`config.mk`:
```
export PLATFORM = sky130hd
export DESIGN_NAME = ht_bucket_search
export DESIGN_NICKNAME = d
export VERILOG_FILES = /design/src/ht_pkg.sv /design/src/ht_bucket_search.sv
export VERILOG_INCLUDE_DIRS = /design/src
export SDC_FILE = /design/constraint.sdc
export NUM_CORES = 1
export LEC_CHECK = 0
export ABC_CLOCK_PERIOD_IN_PS = 51000
export BUFFER_PORTS_ARGS = -buffer_cell sky130_fd_sc_hd__buf_4
export CORE_AREA = 2 2 430 432
export DETAILED_ROUTE_END_ITERATION = 16
export DIE_AREA = 0 0 432 434
export GPL_TIMING_DRIVEN = 1
export PLACE_DENSITY_LB_ADDON = 0.2
export SLEW_MARGIN = 20
export SYNTH_ARGS = -nofsm -noshare
export SYNTH_HDL_FRONTEND = slang
export SYNTH_SLANG_ARGS = --single-unit
```
`constraint.sdc`:
```
create_clock -name clk -period 51 [get_ports clk]
set_input_delay 2.55 -clock clk [delete_from_list [all_inputs] [get_ports clk]]
set_output_delay 2.55 -clock clk [all_outputs]
set_load 0.1 [all_outputs]
```
`src/ht_macros.svh`:
```
`ifndef HT_MACROS_SVH
`define HT_MACROS_SVH

// key and memory geometry
`define HT_KEY_WIDTH 64
`define HT_LINE_WIDTH 512
`define HT_ADDR_WIDTH 21

// entries per bucket line
`define HT_SLOTS 4

// forwarding buffer depth (log2) and write latency cover
`define HT_FF_BITS 5
`define HT_MEM_WRITE_WAIT 512

`endif

```
`src/ht_pkg.sv`:
```
`default_nettype none

`include "ht_macros.svh"

package ht_pkg;

	typedef enum logic [3:0] {
		GET    = 4'h0,
		SETCUR = 4'h1,
		DELCUR = 4'h2,
		IGNORE = 4'hf
	} ht_op_e;

	typedef enum logic [1:0] {
		OK   = 2'd0,
		MISS = 2'd1,
		FULL = 2'd2
	} ht_status_e;

	// value pointer, address in the low bits
	typedef struct packed {
		logic [15:0] len;
		logic [31:0] addr;
	} ht_valptr_t;

	// key sits at bit 0 of each slot, zero key means empty
	typedef struct packed {
		ht_valptr_t                valptr;
		logic [`HT_KEY_WIDTH-1:0] key;
	} ht_entry_t;

	typedef logic [`HT_LINE_WIDTH-1:0] ht_line_t;
	typedef logic [$clog2(`HT_SLOTS)-1:0] ht_slot_t;
	typedef logic [`HT_ADDR_WIDTH-1:0] ht_addr_t;

endpackage

`default_nettype wire

```
`src/ht_bucket_search.sv`:
```
`timescale 1ns/1ps
`default_nettype none

`include "ht_macros.svh"

module ht_bucket_search (
	input  wire                          clk,
	input  wire                          rst_regd,
	input  wire                          line_load,
	input  wire                          line_sel,
	input  wire ht_pkg::ht_line_t        line_data,
	input  wire [`HT_KEY_WIDTH-1:0]      search_key,
	output logic                         match_found,
	output logic                         match_bucket,
	output ht_pkg::ht_slot_t             match_slot,
	output logic                         empty_found,
	output logic                         empty_bucket,
	output ht_pkg::ht_slot_t             empty_slot,
	output ht_pkg::ht_line_t             sel_line
);
	import ht_pkg::*;

	localparam int ENTRY_W = $bits(ht_entry_t);

	ht_line_t line_r [2];
	logic [1:0] m_hit;
	logic [1:0] e_hit;
	ht_slot_t m_slot [2];
	ht_slot_t e_slot [2];

	logic cur_match;
	logic cur_empty;
	ht_slot_t cur_mslot;
	ht_slot_t cur_eslot;

	// all slots in parallel, walking down so the lowest index wins
	always_comb begin
		cur_match = 1'b0;
		cur_empty = 1'b0;
		cur_mslot = '0;
		cur_eslot = '0;
		for (int i = `HT_SLOTS - 1; i >= 0; i--) begin
			if (line_data[i*ENTRY_W +: `HT_KEY_WIDTH] == search_key && search_key != '0) begin
				cur_match = 1'b1;
				cur_mslot = ht_slot_t'(i);
			end
			if (line_data[i*ENTRY_W +: `HT_KEY_WIDTH] == '0) begin
				cur_empty = 1'b1;
				cur_eslot = ht_slot_t'(i);
			end
		end
	end

	always_ff @(posedge clk) begin
		if (rst_regd) begin
			m_hit <= '0;
			e_hit <= '0;
		end else if (line_load) begin
			m_hit[line_sel] <= cur_match;
			e_hit[line_sel] <= cur_empty;
		end
	end

	always_ff @(posedge clk) begin
		if (line_load) begin
			line_r[line_sel] <= line_data;
			m_slot[line_sel] <= cur_mslot;
			e_slot[line_sel] <= cur_eslot;
		end
	end

	// hash1 bucket has priority over hash2
	assign match_found  = |m_hit;
	assign match_bucket = !m_hit[0];
	assign match_slot   = m_hit[0] ? m_slot[0] : m_slot[1];
	assign empty_found  = |e_hit;
	assign empty_bucket = !e_hit[0];
	assign empty_slot   = e_hit[0] ? e_slot[0] : e_slot[1];

	always_comb begin
		if (match_found) begin
			sel_line = line_r[match_bucket];
		end else if (empty_found) begin
			sel_line = line_r[empty_bucket];
		end else begin
			sel_line = line_r[0];
		end
	end

endmodule

`default_nettype wire

```
==> impl_metrics.csv, run 1 <==
group,metric,value,unit
clock_network,cts.sinks,1036,
detailed_routing,wl_per_cell,32.41,um
sta,period_needed,6.698,ns
logic_synthesis,synth_nets,2727,
setup_path,worstPathCellList,"nor2b_1 > o21ai_4 > buf_12 > buf_4 > mux2_2 > buf_4",
detailed_routing,vias_per_cell,4.341,
logic_synthesis,synth_top_area_share,75.29,%
global_route,grt_max_degree,150,
logic_synthesis,netlist_top_cells_count,"edfxtp_1, mux2_2, xor2_1",
final_layout,nets,3853,
setup_path,crit_fanout,131,
power,p_clk_share,33.9,%
logic_synthesis,synth_area_leaders,"edfxtp_1, mux2_2, xor2_1, nor4_1, buf_2",
placement,numPortBuffers,1099,
clock_network,cts_buffers,120,
global_route,grt_first_pass_wirelength,237200,um
sta,slew_headroom,21.34,%
logic_synthesis,synthDistinctLibCells,23,
setup_path,critPathLaunchType,"register",
die,rows,157,
sta,timing.final.crit_share,13.13,%
power,switching_share,34.77,%
logic_synthesis,yosysMostFrequentCell,"edfxtp_1",
sta,final_max_slew_viol_count,0,
logic_synthesis,synth_edf_count,1032,
setup_path,cp.arrival,4.15,ns
detailed_routing,drt_iter0_drc,1903,
sta,finalSetupViolCount,0,
power,p_int,1.635,mW
final_layout,layout-drive-gt1-share,54.18,%
setup_path,cpPeakStageDelay,0.90,ns
die,die_w,432,um
logic_synthesis,synth_warnings,0,
global_route,grt_pass1_vias,25050,
hold_path,hold_class,"register to register",
power,power_leakage,20.43,nW
detailed_routing,firstDrtPassIters,7,
setup_path,crit_required,48.45,ns
die,initial_utilization,22.56,%
die,die_h,434,um
global_route,track_usage,19.13,%
placement,dp.cells,5536,
logic_synthesis,synthFlopType,"edfxtp_1",
final_layout,syn_to_final_growth,35.87,%
setup_path,critPathBufInv,3,
sta,worst_pin_slew,1.180,ns
setup_path,ff2ff_setup_slack,50.18,ns
die,io_pins,1100,
detailed_routing,route.detailed.drc,0,
sta,grt_setup_unrepaired,"false",
final_layout,fill_cells,18210,
sta,max_clock_freq,149.3,MHz
detailed_routing,num_vias,25050,
clock_network,hold_buffers,0,
power,peakVddDrop,0.00002651,V
logic_synthesis,synth.avg_cell_area,19.17,um2
global_route,overflow,0,
clock_network,h-tree-depth,3,
setup_path,crit_family,"buffers and inverters",
clock_network,clk_latency,0.78,ns
setup_path,critPathKind,"register to output pin",
clock_network,cts-root-buf,"clkbuf_16",
logic_synthesis,synth-seq-cells,1036,
sta,fin_setup_tns,0,ns
placement,place.gp.congestion,0.8386,
logic_synthesis,synth_cells,2147,
global_route,antenna_found_initial,25,
setup_path,cp-end-kind,"output pin",
clock_network,post_cts_resized,0,
die,core,182500,um2
final_layout,regArea,31070,um2
setup_path,crit_slowest_cell,"buf_4",
sta,hold_viol,0,
sta,fin_skew,0,ns
die,dieArea,187500,um2
power,power_switching,871.9,uW
setup_path,cp_common_cell,"buf_4",
job,drv_cap,0,
status,status,"complete, no violations",
power,power_density,44.83,nW/um2
detailed_routing,wirelength,187100,um
logic_synthesis,synth_area_leader_cell,"edfxtp_1",
placement,hpwlAfterDp,141800,um
final_layout,multi_input_comb_area,9485,um2
detailed_routing,drt.antenna.violating_nets,0,
clock_network,tritoncts,"yes",
final_layout,instances_no_fill,5771,
logic_synthesis,syn_area,41160,um2
clock_network,cts_buffer_depth,3,
clock_network,path_clk_slew,0.06,ns
logic_synthesis,yosysSeqAreaShare,75.48,%
logic_synthesis,ys_async_sr_fraction,0,%
power,sequentialPowerShare,40.4,%
power,p_comb_share,25.7,%
clock_network,postCtsSetupBuffers,0,
[cells by family after synthesis]
kind of cell           Yosys count  share of synthesized area, %
AO/OA/AOI/OAI                    7                        0.1246
buffers and inverters          123                         1.572
XOR/XNOR                       256                         5.465
flip-flops                    1036                         75.48
AND/OR/NAND/NOR                209                         3.240
multiplexers                   516                         14.12
[worst register-to-register path: stages, from the launching register on]
cell and delay [ns]:
dfxtp_1 0.43, nor2_1 0.07, a211oi_1 0.23
[registers in the layout (all words and copies together), names as in the netlist]
signal,flops
e_hit,2
m_slot,4
e_slot,4
m_hit,2
line_r,1024
[power by group through the flow]
stage	Sequential [mW]	Clock [mW]	Combinational, mW
final	1.01	0.850	0.645
after CTS	1.01	0.875	0.651
after global routing	1.02	0.905	0.659
after detailed placement	1.03	0	0.649
after floorplan	1.05	0	0.451
after global placement	1.03	0	0.650
[placed cells by master, fill, tap and decap left out, drive strengths merged, types with 2 or more instances in the layout]
master / count
nor2b: 4
clkinv: 51
xor2: 256
clkbuf: 153
bufinv: 9
mux2: 516
edfxtp: 1032
a211oi: 4
clkinvlp: 4
nand4: 36
dfxtp: 4
diode: 10
or2: 2
buf: 1125
inv: 10
nor4: 155
nor2: 9
[routing by layer]
metal | part of all wire (%) | up-vias | GRT usage [%]
li1 | - | 10730 | -
met1 | 39 | 13100 | 22.28
met2 | 51 | 964 | 33.27
met3 | 6.6 | 258 | 5.448
met4 | 3.5 | 8 | 7.090
met5 | 0.026 | - | 0
[worst paths after layout]
check            from             to  cells after the start
max          e_hit[0]  sel_line[453]                      6
min          e_hit[1]       e_hit[1]                      2
max reg2reg  e_hit[0]       e_hit[0]                      2
min reg2reg  e_hit[1]       e_hit[1]                      2
[stage by stage]
step	cell area [um2]	worst slack (ns)	hold WS (ns)	utilization, %	power (mW)
3_3_place_gp	52020	44.57	0.5115	28.51	1.679
5_1_grt	55920	44.08	0.5523	30.65	2.582
2_1_floorplan	41160	23.97	0.4766	-	1.505
6_report	55920	44.30	0.5193	30.65	2.507
4_1_cts	55900	44.20	0.5160	30.63	2.538
3_5_place_dp	52030	44.57	0.5079	28.51	1.680
[cell type report]
class / instances / share of cell area, %
diodes: 10 / 0.04475
clock buffers: 153 / 5.759
clock inverters: 72 / 1.161
inverters: 2 / 0.01342
multi-input cells: 988 / 16.96
flip-flops and latches: 1036 / 55.56
well taps: 2385 / 5.336
repair buffers: 1125 / 15.17
(Power assumes the default switching activity.)
==> run 2: changes to the inputs <==
Settings changed: ABC_AREA set to 1, ABC_CLOCK_PERIOD_IN_PS 51000 to 6100, CORE_AREA 2 2 430 432 to 2 2 428 430, DIE_AREA 0 0 432 434 to 0 0 430 432.
Clock period 51 ns to 6.1 ns, I/O delays scaled along.
==> run 2 against run 1 <==
Clock power rose to 8.5 times the previous value. Clock skew did not move. First-iteration DRC count fell by 13%.
==> impl_metrics.csv, run 2 <==
group,metric,value,unit
status,status,"complete, no violations",
logic_synthesis,synth.avg_cell_area,16.16,um2
logic_synthesis,synthFlopType,"edfxtp_1",
clock_network,path_clk_slew,0.06,ns
hold_path,hold_class,"input pin to register",
sta,grt_setup_unrepaired,"false",
logic_synthesis,synth_top_family_by_area,"multiplexers",
final_layout,top_register,"line_r",
final_layout,nets,4868,
final_layout,top_regs,"line_r: 1024 flops, e_slot: 4 flops, m_slot: 4 flops",
clock_network,h-tree-depth,4,
sta,hold_viol,0,
placement,place.gp.congestion,0.8488,
power,p_total,21.47,mW
logic_synthesis,synth_area_leader_cell,"edfxtp_1",
global_route,overflow,0,
setup_path,critPathBufInv,3,
setup_path,crit_required,5.79,ns
hold_path,hold_start,"line_data[507]",
logic_synthesis,netlist_top_cells_count,"edfxtp_1, mux2_2, nand2_1",
detailed_routing,firstDrtPassIters,5,
die,dieArea,185800,um2
detailed_routing,drt_iter0_drc,1647,
final_layout,layout-drive-gt1-share,41.25,%
die,die_w,430,um
clock_network,cts.sinks,1036,
logic_synthesis,synth_edf_count,1032,
final_layout,regArea,31070,um2
detailed_routing,num_vias,28530,
setup_path,worstPathCellList,"inv_2 > nand2_1 > a21oi_4 > buf_12 > mux2_2 > buf_4",
final_layout,instances_no_fill,6792,
die,rows,157,
power,power_leakage,23.26,nW
logic_synthesis,ys_async_sr_fraction,0,%
sta,fin_skew,0,ns
sta,max_clock_freq,258.3,MHz
logic_synthesis,synth_top_area_share,72.92,%
clock_network,cts_buffer_depth,3,
setup_path,crit_slowest_cell,"a21oi_4",
detailed_routing,wirelength,183900,um
placement,post-place-ws,3.029,ns
clock_network,tritoncts,"yes",
final_layout,largest_reg_flops,1024,
final_layout,fin_util,34.36,%
setup_path,cp.arrival,3.57,ns
detailed_routing,vias_per_cell,4.200,
final_layout,layout_commonest_cell,"buf_4",
global_route,track_usage,19.19,%
setup_path,cp-end-kind,"output pin",
logic_synthesis,yosys.area_share.simple,6.291,%
power,power_density,344.0,nW/um2
global_route,grt_first_pass_wirelength,243100,um
placement,numPortBuffers,1099,
detailed_routing,route.detailed.drc,0,
job,drv_cap,0,
power,peakVddDrop,0.0002248,V
logic_synthesis,synth.area.mux_share,13.57,%
setup_path,critPathKind,"register to output pin",
die,core,181700,um2
setup_path,cpPeakStageDelay,0.65,ns
logic_synthesis,synth_cells,2630,
logic_synthesis,synthDistinctLibCells,24,
sta,slew_headroom,25.19,%
final_layout,fill_cells,17900,
die,initial_utilization,23.39,%
global_route,grt_pass1_vias,29710,
final_layout,multi_input_comb_area,10210,um2
placement,hpwlAfterDp,140600,um
clock_network,cts-root-buf,"clkbuf_16",
clock_network,cts_buffers,130,
setup_path,crit_fanout,138,
die,die_h,432,um
global_route,grt_max_degree,139,
sta,hold_ws,0.2425,ns
global_route,antenna_found_initial,27,
setup_path,crit_start,"e_hit[0]",
logic_synthesis,synth_warnings,0,
sta,timing.final.crit_share,63.47,%
setup_path,worst_r2r_startpoint,"m_hit[1]",
logic_synthesis,syn_area,42500,um2
clock_network,post_cts_resized,0,
setup_path,critPathLaunchType,"register",
clock_network,clk_latency,0.79,ns
logic_synthesis,synth_fa_ha_area_share,0,%
logic_synthesis,synth_nets,3210,
die,io_pins,1100,
sta,final_max_slew_viol_count,0,
logic_synthesis,yosysMostFrequentCell,"edfxtp_1",
setup_path,crit_family,"buffers and inverters",
logic_synthesis,yosysSeqAreaShare,73.11,%
sta,period_needed,3.872,ns
sta,finalSetupViolCount,0,
logic_synthesis,synth_compound_area_share,0.1443,%
logic_synthesis,synth-xor-area-share,3.957,%
sta,worst_pin_slew,1.122,ns
detailed_routing,wl_per_cell,27.07,um
final_layout,final_cell_mix,"buf_4, edfxtp_1, dlygate4sd3_1",
detailed_routing,drt.antenna.violating_nets,0,
logic_synthesis,synth_area_leaders,"edfxtp_1, mux2_2, xnor2_1, nand2_1, nor2_1",
sta,setup_ws,2.228,ns
placement,dp.cells,6026,
logic_synthesis,synth-seq-cells,1036,
final_layout,syn_to_final_growth,46.89,%
-- run 2: kinds of logic (layout without fill, tap and decap cells) --
| logic type | Yosys count | in the layout |
|---|---|---|
| other | 0 | 19 |
| and+or+nand+nor | 666 | 666 |
| DFF | 1036 | 1036 |
| buffers and inverters | 213 | 1971 |
| AOI/OAI and AO/OA | 11 | 11 |
| muxes | 512 | 512 |
| xor gates and xnor gates | 192 | 192 |
-- run 2: metrics by stage --
stage          instance area (um2)  setup TNS (ns)
3_3_place_gp                 53270               0
2_1_floorplan                42540        -2449.32
3_5_place_dp                 53270               0
4_1_cts                      62380               0
6_report                     62430               0
5_1_grt                      62410               0
-- run 2: metal layers --
| metal | part of all wire, % | vias to the layer above | global-route usage [%] |
|---|---|---|---|
| met4 | 2.2 | 4 | 5.420 |
| met1 | 40 | 14510 | 22.37 |
| met3 | 5.1 | 179 | 4.008 |
| met5 | 0.015 | - | 0 |
| li1 | - | 12910 | - |
| met2 | 53 | 926 | 35.26 |
-- run 2: final timing paths --
kind	endpoint	slack, ns	cells after the start
worst max-delay path	sel_line[70]	2.23	6
worst min-delay path	line_r[0][507]	0.24	2
worst max register to register	m_hit[1]	5.11	4
worst min register to register	e_hit[1]	0.60	2
-- run 2: layout make-up --
cell class / count / share of cell area [%]
clock buffers: 159 / 5.420
diodes: 19 / 0.07616
clock inverters: 73 / 0.9200
inverters: 105 / 0.6574
well taps: 2385 / 4.780
multi-input cells: 1381 / 16.36
flip-flops and latches: 1036 / 49.77
repair buffers: 1634 / 22.02
-- run 2: what timing repair did --
action,CTS,global route
setup endpoints to repair,0,0
hold buffers,515,0
hold endpoints to repair,1044,0
setup buffers,0,0
-- run 2: power by group --
group / internal [mW] / total [mW] / switching, mW
clock: 4.07 / 7.20 / 3.13
sequential: 8.37 / 8.49 / 0.121
combinational: 1.48 / 5.77 / 4.29
total: 13.9 / 21.5 / 7.55
